`src/bc_pkg.sv`:
```
package bc_pkg;

	// Local bus
	localparam int BC_ADDR_W = 4;  // Address lines
	localparam int BC_DATA_W = 8;  // Data lines

	// Board outputs
	localparam int NUM_CTRL = 14;  // Control enables 15:2
	localparam int NUM_LED  = 6;   // LEDs mirroring six enables
	localparam int NUM_CE   = 4;   // External chip enables

	// Board inputs
	localparam int NUM_STATUS = 16;  // Status pins read back in two bytes

	// Register map
	// Control register 0
	// Bits 7:2 hold enables 7:2
	// Bit 0 requests a soft reset and bit 1 a hard reset, neither is stored
	localparam logic [BC_ADDR_W-1:0] ADDR_CTRL0 = 4'd0;

	// Control register 1 holds enables 15:8
	localparam logic [BC_ADDR_W-1:0] ADDR_CTRL1 = 4'd1;

	// Status low byte
	// A write here acknowledges the abort interrupt
	localparam logic [BC_ADDR_W-1:0] ADDR_STAT_LO = 4'd2;

	// Status high byte
	localparam logic [BC_ADDR_W-1:0] ADDR_STAT_HI = 4'd3;

	// Addresses 4 to 7 select chip enables 0 to 3
	localparam logic [BC_ADDR_W-1:0] ADDR_CE_BASE = 4'd4;

endpackage
```
`src/board_ctrl.sv`:
```
`timescale 1ns/10ps

module board_ctrl #(
	parameter int DEBOUNCE_CYCLES  = 4,
	parameter int RST_PULSE_CYCLES = 16
) (
	input  logic                          bc_clk,
	input  logic                          arst_n,
	// Local bus
	input  logic [bc_pkg::BC_ADDR_W-1:0]  addr,
	input  logic                          cs_n,
	input  logic                          oe_n,
	input  logic                          we_n,
	input  logic [bc_pkg::BC_DATA_W-1:0]  data_in,
	output logic [bc_pkg::BC_DATA_W-1:0]  data_out,
	output logic                          data_oe,   // Split bus, no tristate
	output logic [bc_pkg::NUM_CE-1:0]     ce_n,
	// Board control and status
	output logic [bc_pkg::NUM_CTRL-1:0]   ctrl_n,
	output logic [bc_pkg::NUM_LED-1:0]    led,
	input  logic [bc_pkg::NUM_STATUS-1:0] status,
	// Buttons and reset routing
	input  logic                          abort_n,
	input  logic                          hrst_btn_n,
	input  logic                          srst_btn_n,
	input  logic                          host_rst_n,
	input  logic                          hrst_sec_sel,
	input  logic                          srst_sec_dis,
	output logic                          hrst_main_n,
	output logic                          srst_main_n,
	output logic                          hrst_sec_n,
	output logic                          srst_sec_n,
	output logic                          irq_n
);
	import bc_pkg::*;

	logic [2:0]          wr_stb;    // Ctrl0, ctrl1, abort ack
	logic [3:0]          rd_sel;    // Readable addresses 0 to 3
	logic [NUM_CTRL-1:0] ctrl_en;   // Internal enables, active high
	logic                irq_pend;  // Abort latched

	bus_decoder bus_decoder_0 (
		.bc_clk (bc_clk),
		.arst_n (arst_n),
		.addr   (addr),
		.cs_n   (cs_n),
		.oe_n   (oe_n),
		.we_n   (we_n),
		.wr_stb (wr_stb),
		.rd_sel (rd_sel),
		.ce_n   (ce_n)
	);

	// Enables clear during the main hard reset pulse
	control_regs control_regs_0 (
		.bc_clk      (bc_clk),
		.arst_n      (arst_n),
		.hrst_main_n (hrst_main_n),
		.wr_stb      (wr_stb[1:0]),
		.data_in     (data_in),
		.ctrl_en     (ctrl_en),
		.ctrl_n      (ctrl_n),
		.led         (led)
	);

	readback_mux readback_mux_0 (
		.bc_clk   (bc_clk),
		.arst_n   (arst_n),
		.rd_sel   (rd_sel),
		.ctrl_en  (ctrl_en),
		.irq_pend (irq_pend),
		.status   (status),
		.data_out (data_out),
		.data_oe  (data_oe)
	);

	// Reset commands ride on ctrl0 data bits 1:0
	local_reset #(
		.DEBOUNCE_CYCLES  (DEBOUNCE_CYCLES),
		.RST_PULSE_CYCLES (RST_PULSE_CYCLES)
	) local_reset_0 (
		.bc_clk       (bc_clk),
		.arst_n       (arst_n),
		.abort_n      (abort_n),
		.hrst_btn_n   (hrst_btn_n),
		.srst_btn_n   (srst_btn_n),
		.host_rst_n   (host_rst_n),
		.hrst_sec_sel (hrst_sec_sel),
		.srst_sec_dis (srst_sec_dis),
		.cmd_stb      (wr_stb[0]),
		.ack_stb      (wr_stb[2]),
		.cmd          (data_in[1:0]),
		.hrst_main_n  (hrst_main_n),
		.srst_main_n  (srst_main_n),
		.hrst_sec_n   (hrst_sec_n),
		.srst_sec_n   (srst_sec_n),
		.irq_n        (irq_n),
		.irq_pend     (irq_pend)
	);

endmodule

```
`src/local_reset.sv`:
```
`timescale 1ns/10ps

module local_reset #(
	parameter int DEBOUNCE_CYCLES  = 4,   // Low samples needed on a button
	parameter int RST_PULSE_CYCLES = 16   // Reset pulse length
) (
	input  logic       bc_clk,
	input  logic       arst_n,
	input  logic       abort_n,       // Abort button
	input  logic       hrst_btn_n,    // Hard reset button
	input  logic       srst_btn_n,    // Soft reset button
	input  logic       host_rst_n,    // Host reset for the secondary CPU
	input  logic       hrst_sec_sel,  // 1 routes the main hard reset to the secondary
	input  logic       srst_sec_dis,  // 1 keeps the secondary out of soft reset
	input  logic       cmd_stb,       // Write to ctrl0
	input  logic       ack_stb,       // Write to the abort ack address
	input  logic [1:0] cmd,           // Bit 1 hard, bit 0 soft
	output logic       hrst_main_n,
	output logic       srst_main_n,
	output logic       hrst_sec_n,
	output logic       srst_sec_n,
	output logic       irq_n,
	output logic       irq_pend
);

	localparam int DB_W = $clog2(DEBOUNCE_CYCLES + 1);
	localparam int PL_W = $clog2(RST_PULSE_CYCLES + 1);

	// Button slots
	localparam int BTN_ABORT = 0;
	localparam int BTN_HRST  = 1;
	localparam int BTN_SRST  = 2;
	localparam int NUM_BTN   = 3;

	// Pulse slots
	localparam int P_HARD = 0;
	localparam int P_SOFT = 1;
	localparam int NUM_P  = 2;

	logic [NUM_BTN-1:0] btn_n;      // Raw buttons
	logic [NUM_BTN-1:0] btn_req;    // Debounced press, one cycle
	logic [NUM_P-1:0]   pulse_req;  // Button or command
	logic [NUM_P-1:0]   pulse_on;   // Pulse running

	assign btn_n = {srst_btn_n, hrst_btn_n, abort_n};

	// Debounce with release tracking
	// A press counts once and the button must go high to re-arm
	for (genvar b = 0; b < NUM_BTN; b++) begin : g_debounce
		logic [DB_W-1:0] cnt;    // Consecutive low samples, saturating
		logic            armed;  // Released since the last request

		assign btn_req[b] = armed && (cnt == DB_W'(DEBOUNCE_CYCLES));

		always_ff @(posedge bc_clk or negedge arst_n) begin
			if (!arst_n) begin
				cnt   <= '0;
				armed <= 1'b1;
			end else if (btn_n[b]) begin
				cnt   <= '0;  // Released
				armed <= 1'b1;
			end else begin
				if (cnt != DB_W'(DEBOUNCE_CYCLES)) begin
					cnt <= cnt + 1'b1;
				end
				if (btn_req[b]) begin
					armed <= 1'b0;  // Consumed, even if a pulse ignores it
				end
			end
		end
	end

	// Software commands come with the ctrl0 write strobe
	assign pulse_req[P_HARD] = btn_req[BTN_HRST] || (cmd_stb && cmd[1]);
	assign pulse_req[P_SOFT] = btn_req[BTN_SRST] || (cmd_stb && cmd[0]);

	// Pulse counters
	// Requests that arrive while a pulse runs are dropped
	for (genvar p = 0; p < NUM_P; p++) begin : g_pulse
		logic [PL_W-1:0] cnt;  // Cycles left

		assign pulse_on[p] = (cnt != '0);

		always_ff @(posedge bc_clk or negedge arst_n) begin
			if (!arst_n) begin
				cnt <= '0;
			end else if (pulse_on[p]) begin
				cnt <= cnt - 1'b1;
			end else if (pulse_req[p]) begin
				cnt <= PL_W'(RST_PULSE_CYCLES);
			end
		end
	end

	assign hrst_main_n = !pulse_on[P_HARD];
	assign srst_main_n = !pulse_on[P_SOFT];

	// Secondary CPU reset routing
	assign hrst_sec_n = hrst_sec_sel ? hrst_main_n : host_rst_n;  // Else host owns it
	assign srst_sec_n = srst_sec_dis || srst_main_n;              // Held high when disabled

	// Abort latch
	// A new abort wins over an ack in the same cycle
	always_ff @(posedge bc_clk or negedge arst_n) begin
		if (!arst_n) begin
			irq_pend <= 1'b0;
		end else if (btn_req[BTN_ABORT]) begin
			irq_pend <= 1'b1;
		end else if (ack_stb) begin
			irq_pend <= 1'b0;
		end
	end

	assign irq_n = !irq_pend;  // Interrupt pin, active low

endmodule

```
`src/readback_mux.sv`:
```
`timescale 1ns/10ps

module readback_mux (
	input  logic                          bc_clk,
	input  logic                          arst_n,
	input  logic [3:0]                    rd_sel,    // One-hot, from the decoder
	input  logic [bc_pkg::NUM_CTRL-1:0]   ctrl_en,   // Enables 15:2
	input  logic                          irq_pend,  // Abort latched
	input  logic [bc_pkg::NUM_STATUS-1:0] status,
	output logic [bc_pkg::BC_DATA_W-1:0]  data_out,
	output logic                          data_oe
);
	import bc_pkg::*;

	localparam int REG0_BITS = BC_DATA_W - 2;  // Enables 7:2 in ctrl0

	logic [BC_DATA_W-1:0] rd_word;  // Word picked by the current address

	// Drive the bus for any readable address
	assign data_oe = |rd_sel;

	always_comb begin
		case (rd_sel)
			4'b0001: begin
				// Bit 1 shows the abort latch, bit 0 is always clear
				rd_word = {ctrl_en[REG0_BITS-1:0], irq_pend, 1'b0};
			end
			4'b0010: rd_word = ctrl_en[NUM_CTRL-1 -: BC_DATA_W];  // Enables 15:8
			4'b0100: rd_word = status[BC_DATA_W-1:0];              // Status low
			4'b1000: rd_word = status[NUM_STATUS-1 -: BC_DATA_W];  // Status high
			default: rd_word = '0;
		endcase
	end

	// Resample on every edge of the read
	always_ff @(posedge bc_clk or negedge arst_n) begin
		if (!arst_n) begin
			data_out <= '0;
		end else if (data_oe) begin
			data_out <= rd_word;
		end
	end

endmodule

```
`src/control_regs.sv`:
```
`timescale 1ns/10ps

module control_regs (
	input  logic                         bc_clk,
	input  logic                         arst_n,
	input  logic                         hrst_main_n,  // Main hard reset pulse
	input  logic [1:0]                   wr_stb,       // Ctrl0, ctrl1
	input  logic [bc_pkg::BC_DATA_W-1:0] data_in,
	output logic [bc_pkg::NUM_CTRL-1:0]  ctrl_en,      // 1 means enabled
	output logic [bc_pkg::NUM_CTRL-1:0]  ctrl_n,       // Pins, low means enabled
	output logic [bc_pkg::NUM_LED-1:0]   led
);
	import bc_pkg::*;

	// Vector bit 0 is enable 2, the lowest pin number
	localparam int CTRL_FIRST = 2;
	localparam int REG0_BITS  = BC_DATA_W - CTRL_FIRST;  // Enables 7:2
	localparam int REG1_LSB   = BC_DATA_W - CTRL_FIRST;  // Enable 8 sits here

	// Enable numbers shown on the LEDs, LED 0 first
	localparam int LED_PIN [NUM_LED] = '{4, 5, 6, 15, 14, 13};

	always_ff @(posedge bc_clk or negedge arst_n) begin
		if (!arst_n) begin
			ctrl_en <= '0;
		end else if (!hrst_main_n) begin
			ctrl_en <= '0;  // Everything off during main hard reset
		end else begin
			if (wr_stb[0]) begin
				// Bits 1:0 are reset commands and go to the reset block
				ctrl_en[0 +: REG0_BITS] <= data_in[BC_DATA_W-1:CTRL_FIRST];
			end
			if (wr_stb[1]) begin
				ctrl_en[REG1_LSB +: BC_DATA_W] <= data_in;  // Enables 15:8
			end
		end
	end

	// Physical pins are active low
	assign ctrl_n = ~ctrl_en;

	// LEDs light with their enable
	always_comb begin
		for (int i = 0; i < NUM_LED; i++) begin
			led[i] = ctrl_en[LED_PIN[i] - CTRL_FIRST];
		end
	end

endmodule

```
`src/bus_decoder.sv`:
```
`timescale 1ns/10ps

module bus_decoder (
	input  logic                         bc_clk,
	input  logic                         arst_n,
	input  logic [bc_pkg::BC_ADDR_W-1:0] addr,
	input  logic                         cs_n,
	input  logic                         oe_n,
	input  logic                         we_n,
	output logic [2:0]                   wr_stb,  // Ctrl0, ctrl1, abort ack
	output logic [3:0]                   rd_sel,  // One per readable address
	output logic [bc_pkg::NUM_CE-1:0]    ce_n
);
	import bc_pkg::*;

	logic we_n_q;    // we_n as sampled at the last edge
	logic wr_start;  // First edge of a write access
	logic rd_cycle;  // Read strobes active

	// A write counts once, on the edge where we_n is first seen low
	assign wr_start = !cs_n && !we_n && we_n_q;
	assign rd_cycle = !cs_n && !oe_n && we_n;

	always_ff @(posedge bc_clk or negedge arst_n) begin
		if (!arst_n) begin
			we_n_q <= 1'b1;  // Bus idle
			wr_stb <= '0;
		end else begin
			we_n_q <= we_n;
			// One-cycle pulses at the address of edge A
			wr_stb[0] <= wr_start && (addr == ADDR_CTRL0);
			wr_stb[1] <= wr_start && (addr == ADDR_CTRL1);
			wr_stb[2] <= wr_start && (addr == ADDR_STAT_LO);  // Abort ack
		end
	end

	// Read selects are levels for the whole read
	always_comb begin
		rd_sel = '0;
		if (rd_cycle) begin
			rd_sel[0] = (addr == ADDR_CTRL0);
			rd_sel[1] = (addr == ADDR_CTRL1);
			rd_sel[2] = (addr == ADDR_STAT_LO);
			rd_sel[3] = (addr == ADDR_STAT_HI);
		end
	end

	// External chip enables
	// Follow address and chip select without waiting for a strobe
	always_comb begin
		for (int i = 0; i < NUM_CE; i++) begin
			ce_n[i] = !(!cs_n && (addr == ADDR_CE_BASE + BC_ADDR_W'(i)));
		end
	end

endmodule

```
`config.mk`:
```
export PLATFORM = sky130hd
export DESIGN_NAME = board_ctrl
export DESIGN_NICKNAME = d
export VERILOG_FILES = /design/src/bc_pkg.sv /design/src/board_ctrl.sv /design/src/local_reset.sv /design/src/readback_mux.sv /design/src/control_regs.sv /design/src/bus_decoder.sv
export SDC_FILE = /design/constraint.sdc
export NUM_CORES = 1
export LEC_CHECK = 0
export BUFFER_PORTS_ARGS = -buffer_cell sky130_fd_sc_hd__buf_2
export CAP_MARGIN = 10
export CORE_ASPECT_RATIO = 0.9
export CORE_MARGIN = 2
export CORE_UTILIZATION = 38
export DETAILED_ROUTE_END_ITERATION = 12
export GPL_TIMING_DRIVEN = 0
export PLACE_DENSITY = 0.59
export SLEW_MARGIN = 20
export SYNTH_ARGS = -nofsm -noshare
export SYNTH_HDL_FRONTEND = slang
export SYNTH_SLANG_ARGS = --single-unit
```
`constraint.sdc`:
```
create_clock -name bc_clk -period 2.3 [get_ports bc_clk]
set_clock_uncertainty 0.15 [all_clocks]
set_input_delay 0.345 -clock bc_clk [delete_from_list [all_inputs] [get_ports bc_clk]]
set_output_delay 0.345 -clock bc_clk [all_outputs]
set_load 0.01 [all_outputs]
```
==> metrics.txt, run 1 <==
synthesized cell area=0.00261 mm²; Clk pwr share=20.6%; CTS sink count=49; die area=0.00756 mm²; Worst path max stage delay=just under 500 ps; met3 wire len=237 µm; Cell Pwr Density=721 mW/mm²; Core Util, Final=49.8%; first-pass GRT wire length=9.83 mm; YS warnings=0; Top Layer Used=met4; num ports=just under 80; DR vias=2102; Starting Density=39.5%; vias per cell=about 4.8; R2R depth=6; worst path cell trace=inv_1, ha_2, or4b_4, clkinv_4, mux2_4, buf_6; DR WL met2=around 2.8 mm; number of DRC markers in iteration 0=94; relative slew slack=51.1%; # rows=28; Startpoint Class=flip-flop; met1 wire length=2.93 mm; #FFs+latches synth=49; first-pass iteration count of the detailed router=4; Commonest cells post-synth=dfrtp_1, nor2_1, inv_1; Leak=between 1 and 1.5 nW; CTS tree=yes; top post-synthesis cells by area=dfrtp_1, mux2i_1, or4b_1; Placed Area=around 0.0031 mm²; Final Cell Area=about 0.0033 mm²; sw frac=31.9%; final hold viol count=0; Net Sw Power=0.000760 W; drc violations=0; WHS=90.2 ps; DRT antenna net count=0; Die H=82.7 µm; RR Endpoint=control_regs_0.ctrl_en[11]; grt total ovfl=0; Worst Hold Class=in2reg; syn avg cell area=between 10 and 15 µm²; largest net degree at the start of global routing=50; Worst Hold Depth=2; count of cell types in the netlist=36; crit path max fanout=4; clk_lat worst skew=around 300 ps; share of cells above drive strength 1=a little over a third; fillers=653; slowest CP cell=or4b_4; number of enable flip-flop cells after synthesis=0; setup violators final=0; status=finished, final reports clean; Bufs on Longest Clock Path=2; Antenna diodes=0; DPL Wire Length=between 4 and 5 mm; sequential fraction of the synthesis area=about 47%; Critical Path End Type=output pin; # H-tree levels=2; initial antenna violation count=0; top cell type's share of synthesized area=43.1%; area leader, netlist=dfrtp_1; Clock transition at path regs=roughly 90 ps; Syn Inst Count=~250; Peak VDD IR=0.000305 V; period utilization=96.2%; WL final=6.01 mm; Core ar.=0.00662 mm²; Int Pwr=between 0.0015 and 0.002 W; CP Launch Point=local_reset_0.g_pulse[0].cnt[0]; PortBufs=between 70 and 80; combinational share of power=between 30% and 40%; Required @ worst endpoint=around 1800 ps; fmax=452 MHz; Worst setup endpoint=hrst_sec_n; Slew Viols, Final=0; Tmin final=2210 ps; area growth from synthesis to layout=26.1%; GP Congestion=0.848; syn_nets=301; Synth async-reset ratio=100%; vias in the first global route=2066; Wirelength per Cell=13.8 µm; crit path kind=reg2out; Critical Path AT=1720 ps; worst r2r src=local_reset_0.g_pulse[0].cnt[0]; All-Layer GR Usage=16.7%; CTS root buf=clkbuf_8; maxcap violations=0; FF-to-FF setup slack=480 ps; Main synth FF type=dfrtp_1; die width=91.4 µm; CTS Buf Count=5; top-count cell post-synth=dfrtp_1; Overall Power=0.00238 W; sequential fraction of design power=~48%; final setup TNS=0 ps; Final #Nets=393; RSZ-0062 raised after global routing=false; worst-margin pin slew=734 ps
cells in the final DEF (no fill, tap or decap), types with 2 or more instances in the layout:
master and count:
buf_2 78, dfrtp_1 45, nor2_1 27, inv_1 26
nand2_1 20, mux2i_1 15, buf_4 15, or4b_1 14
a21oi_1 10, nand3_1 9, mux2_4 9, a32oi_1 9
ha_1 7, o21ai_0 6, clkbuf_1 5, xnor2_1 5
nor3_1 5, clkbuf_8 5, buf_6 4, dfstp_2 4
a21o_1 3, nand2b_1 3, nor2b_1 2, nor3b_2 2
o21ai_1 2, clkinv_2 2, dlygate4sd3_1 2
power by group through the flow:
stage                     combinational (W)  sequential, W  clock (W)
after floorplan                    0.000421        0.00113          0
final                              0.000758        0.00113   0.000489
after CTS                          0.000734        0.00113   0.000510
after detailed placement           0.000634        0.00114          0
after global routing               0.000854        0.00115   0.000545
after global placement             0.000612        0.00114          0
state kept, by name, summed over array words and instances (netlist names):
signal	cells
control_regs_0.ctrl_en	14
local_reset_0.g_pulse.cnt	10
local_reset_0.g_debounce.cnt	9
readback_mux_0.data_out	8
bus_decoder_0.wr_stb	3
local_reset_0.g_debounce.armed	3
bus_decoder_0.we_n_q	1
local_reset_0.irq_pend	1
routing by layer:
| layer | global-route usage (%) | up-vias |
|---|---|---|
| met1 | 21.8 | 997 |
| li1 | - | 1052 |
| met4 | 4.09 | 0 |
| met2 | 28.5 | 44 |
| met5 | 0 | - |
| met3 | 3.81 | 9 |
repair_timing:
item | 4_1_cts | 5_1_grt
resized for setup | 9 | 1
endpoints found under the hold margin | 45 | 1
pin swaps | 1 | 0
buffers inserted | 4 | 4
hold buffers | 1 | 1
setup endpoints to repair | 3 | 1
cell type report:
| class | count | area [µm²] | share of cell area [%] |
|---|---|---|---|
| inverter | 27 | 106 | 3.23 |
| clock inverter | 2 | 10.0 | 0.304 |
| timing repair buffer | 86 | 469 | 14.2 |
| tap | 90 | 113 | 3.42 |
| multi-input combinational | 160 | 1180 | 35.8 |
| sequential | 49 | 1230 | 37.3 |
| clock buffer | 6 | 72.6 | 2.20 |
| buffer | 17 | 114 | 3.45 |
critical path: cells and delay by family, from the launching register on:
family / cells / cell delay, ps
and+or+nand+nor: 1 / 490
adders and majority gates: 1 / 170
buffers and inverters: 3 / 230
muxes: 1 / 140
DFF: 1 / 390
logic make-up after synthesis:
kind of cell | Yosys count | synth area share (%)
buf+inv | 45 | 8.42
flops | 49 | 47.1
compound gates | 32 | 7.99
mux | 25 | 11.2
simple gates | 90 | 19.8
xor+xnor | 5 | 1.68
fa+ha+maj | 8 | 3.83
worst min-delay path by stage:
stage                                         end  slack (ps)                    start
3_5_place_dp   local_reset_0.g_debounce[0].cnt[0]         250                   arst_n
2_1_floorplan             bus_decoder_0.wr_stb[0]        -100                   arst_n
3_3_place_gp               local_reset_0.irq_pend         300  bus_decoder_0.wr_stb[2]
4_1_cts                      bus_decoder_0.we_n_q           2                     we_n
6_report       local_reset_0.g_debounce[1].cnt[1]          90               hrst_btn_n
5_1_grt        local_reset_0.g_debounce[2].cnt[1]          90               srst_btn_n
per-stage QoR:
stage | instances | worst slack, ps
final | 437 | 87.4
after global routing | 437 | 10.1
after CTS | 433 | -14.1
after detailed placement | 420 | 136
after global placement | 420 | 161
after floorplan | 254 | 306
No activity file was read; power rests on OpenSTA's default activity.
==> run 2, diff against run 1 <==
--- a/config.mk
+++ b/config.mk
@@ -9,10 +9,10 @@
 export CAP_MARGIN = 10
 export CORE_ASPECT_RATIO = 0.9
 export CORE_MARGIN = 2
-export CORE_UTILIZATION = 38
+export CORE_UTILIZATION = 52
 export DETAILED_ROUTE_END_ITERATION = 12
 export GPL_TIMING_DRIVEN = 0
-export PLACE_DENSITY = 0.59
+export PLACE_DENSITY = 0.77
 export SLEW_MARGIN = 20
 export SYNTH_ARGS = -nofsm -noshare
 export SYNTH_HDL_FRONTEND = slang
==> constraint.sdc (replaced) <==
create_clock -name bc_clk -period 2.4 [get_ports bc_clk]
set_clock_uncertainty 0.15 [all_clocks]
set_input_delay 0.36 -clock bc_clk [delete_from_list [all_inputs] [get_ports bc_clk]]
set_output_delay 0.36 -clock bc_clk [all_outputs]
set_load 0.01 [all_outputs]
==> metrics.txt, run 2 (same netlist as run 1, synthesis figures left out) <==
Worst Hold Depth=1 (was 2); All-Layer GR Usage=21.7% (was 16.7%); initial antenna violation count=0 (unchanged); Wirelength per Cell=14.1 µm (was 13.8 µm); die width=78.7 µm (was 91.4 µm); CTS tree=yes (unchanged); worst r2r src=local_reset_0.g_pulse[0].cnt[1] (was local_reset_0.g_pulse[0].cnt[0]); Die H=71.3 µm (was 82.7 µm); # H-tree levels=2 (unchanged); die area=0.00561 mm² (was 0.00756 mm²); RR Endpoint=control_regs_0.ctrl_en[1] (was control_regs_0.ctrl_en[11]); commonest cells after routing, fill and taps aside=buf_2, dfrtp_1, nor2_1 (unchanged); R2R depth=6 (unchanged); multi-input logic area=0.00118 mm² (about the same); Required @ worst endpoint=1890 ps (was 1800 ps); combinational share of power=30.7% (was 31.9%); sw frac=31.7% (was 31.9%); # rows=24 (was 28); Bufs on Longest Clock Path=2 (unchanged); CP Launch Point=local_reset_0.g_pulse[0].cnt[1] (was local_reset_0.g_pulse[0].cnt[0]); FF-to-FF setup slack=570 ps (was 480 ps); Starting Density=54.1% (was 39.5%); CTS Buf Count=5 (unchanged); Cell Pwr Density=692 mW/mm² (was 721 mW/mm²); Critical Path AT=1810 ps (was 1720 ps); final hold viol count=0 (unchanged); Core Util, Final=66.6% (was 49.8%); Most flops, register=control_regs_0.ctrl_en (unchanged); period utilization=96.6%; Leak=1.46 nW (was 1.49 nW); DR vias=2141 (was 2102); Net Sw Power=0.000705 W (was 0.000760 W); Core ar.=0.00483 mm² (was 0.00662 mm²); Worst Hold End=bus_decoder_0.we_n_q (was local_reset_0.g_debounce[1].cnt[1]); Startpoint Class=flip-flop (unchanged); setup violators final=0 (unchanged); register area=0.00123 mm² (unchanged); number of DRC markers in iteration 0=91 (was 94); Worst path max stage delay=520 ps (was 490 ps); grt total ovfl=0 (unchanged); crit path kind=reg2out (unchanged); slowest CP cell=or4b_4 (unchanged); drc violations=0 (unchanged); relative slew slack=57.4% (was 51.1%); vias per cell=5.25 (was 4.81); first-pass GRT wire length=9.47 mm (was 9.83 mm); PortBufs=76 (unchanged); fillers=409 (was 653); hold_sp=we_n (was hrst_btn_n); RSZ-0062 raised after global routing=false (unchanged); Clk pwr share=20.7% (was 20.6%); area growth from synthesis to layout=23.1% (was 26.1%); sequential fraction of design power=48.6% (was 47.6%); Peak VDD IR=0.000355 V (was 0.000305 V); commonest non-fill, non-tap cell in the layout=buf_2 (unchanged); share of cells above drive strength 1=35.3% (was 36.3%); final setup TNS=0 ps (unchanged); WHS=23.1 ps (was 90.2 ps); num ports=77 (unchanged); fmax=431 MHz; crit path max fanout=7 (was 4); Largest regs=control_regs_0.ctrl_en (14), local_reset_0.g_pulse.cnt (10), local_reset_0.g_debounce.cnt (9) (unchanged); WL final=5.75 mm (was 6.01 mm); worst-margin pin slew=639 ps (was 734 ps); largest net degree at the start of global routing=50 (unchanged); status=finished, final reports clean (unchanged); Final #Nets=389 (was 393); first-pass iteration count of the detailed router=4 (unchanged); setup slack after layout=81.1 ps (was 87.4 ps); vias in the first global route=2081 (was 2066); DRT antenna net count=0 (unchanged); Slew Viols, Final=0 (unchanged); maxcap violations=0 (unchanged); Placement Setup Slack=229 ps (was 136 ps); Largest register FFs=14 (unchanged); CTS root buf=clkbuf_8 (unchanged); worst path cell trace=inv_1, ha_2, or4b_4, inv_4, mux2_2, buf_2 (was inv_1, ha_2, or4b_4, clkinv_4, mux2_4, buf_6); Tmin final=2320 ps; DPL Wire Length=4.29 mm (was 4.45 mm); Worst Hold Class=in2reg (unchanged); Antenna diodes=0 (unchanged); Critical Path End Type=output pin (unchanged); GP Congestion=0.792 (was 0.848); Overall Power=0.00223 W (was 0.00238 W); CTS sink count=49 (unchanged); clk_lat worst skew=300 ps (about the same); Clock transition at path regs=80 ps (was 90 ps); Int Pwr=0.00152 W (was 0.00162 W)
[run 2: changes by cell type in the layout (fill, tap and decap cells not counted), sizes merged]
cell,previous run,this run
inv,26,27
clkbuf,10,12
dlygate4sd3,2,1
buf,97,94
clkinv,3,0
[run 2: cell type report]
type                       instances  share of cell area, %
inverter                          27                   3.23
timing repair buffer              82                   13.4
buffer                            17                   3.54
sequential                        49                   38.3
tap                               65                   2.53
clock buffer                       8                   2.49
multi-input combinational        160                   36.6
[run 2: power groups by stage]
| stage | clock network, W | logic [W] | registers [W] |
|---|---|---|---|
| floorplan | 0 | 0.000404 | 0.00109 |
| global placement | 0 | 0.000580 | 0.00109 |
| detailed placement | 0 | 0.000603 | 0.00110 |
| CTS | 0.000471 | 0.000671 | 0.00108 |
| global route | 0.000500 | 0.000772 | 0.00110 |
| finish | 0.000460 | 0.000684 | 0.00108 |
[run 2: per-layer routing]
| layer | vias up | global-route usage (%) | part of all wire [%] |
|---|---|---|---|
| met5 | - | 0 | 0 |
| met4 | 0 | 5.85 | 0.94 |
| met3 | 8 | 4.53 | 5.7 |
| met2 | 53 | 36.4 | 49 |
| met1 | 1034 | 29.0 | 44 |
| li1 | 1046 | - | - |
[run 2: worst max path at each step]
stage	endpoint	slack (ps)
2_1_floorplan	hrst_sec_n	390
3_3_place_gp	hrst_sec_n	260
4_1_cts	hrst_sec_n	30
5_1_grt	hrst_sec_n	30
6_report	hrst_sec_n	80
3_5_place_dp	hrst_sec_n	230
[run 2: timing repair]
item	in CTS	in global routing
pin swaps	1	0
gates resized for setup	5	1
hold endpoints to repair	0	45
setup endpoints to repair	1	3
setup buffers	3	2
hold buffers	0	1
[run 2: metrics by stage]
stage,instances,area [µm²]
floorplan,254,2610
global placement,395,3080
detailed placement,395,3080
CTS,406,3190
global route,408,3220
finish,408,3220
[run 2: critical path, delay by kind of cell (launching register included)]
family	cells	cell delay, ps
and+or+nand+nor	1	520
buffers and inverters	3	290
adders and majority gates	1	180
muxes	1	140
DFF	1	390
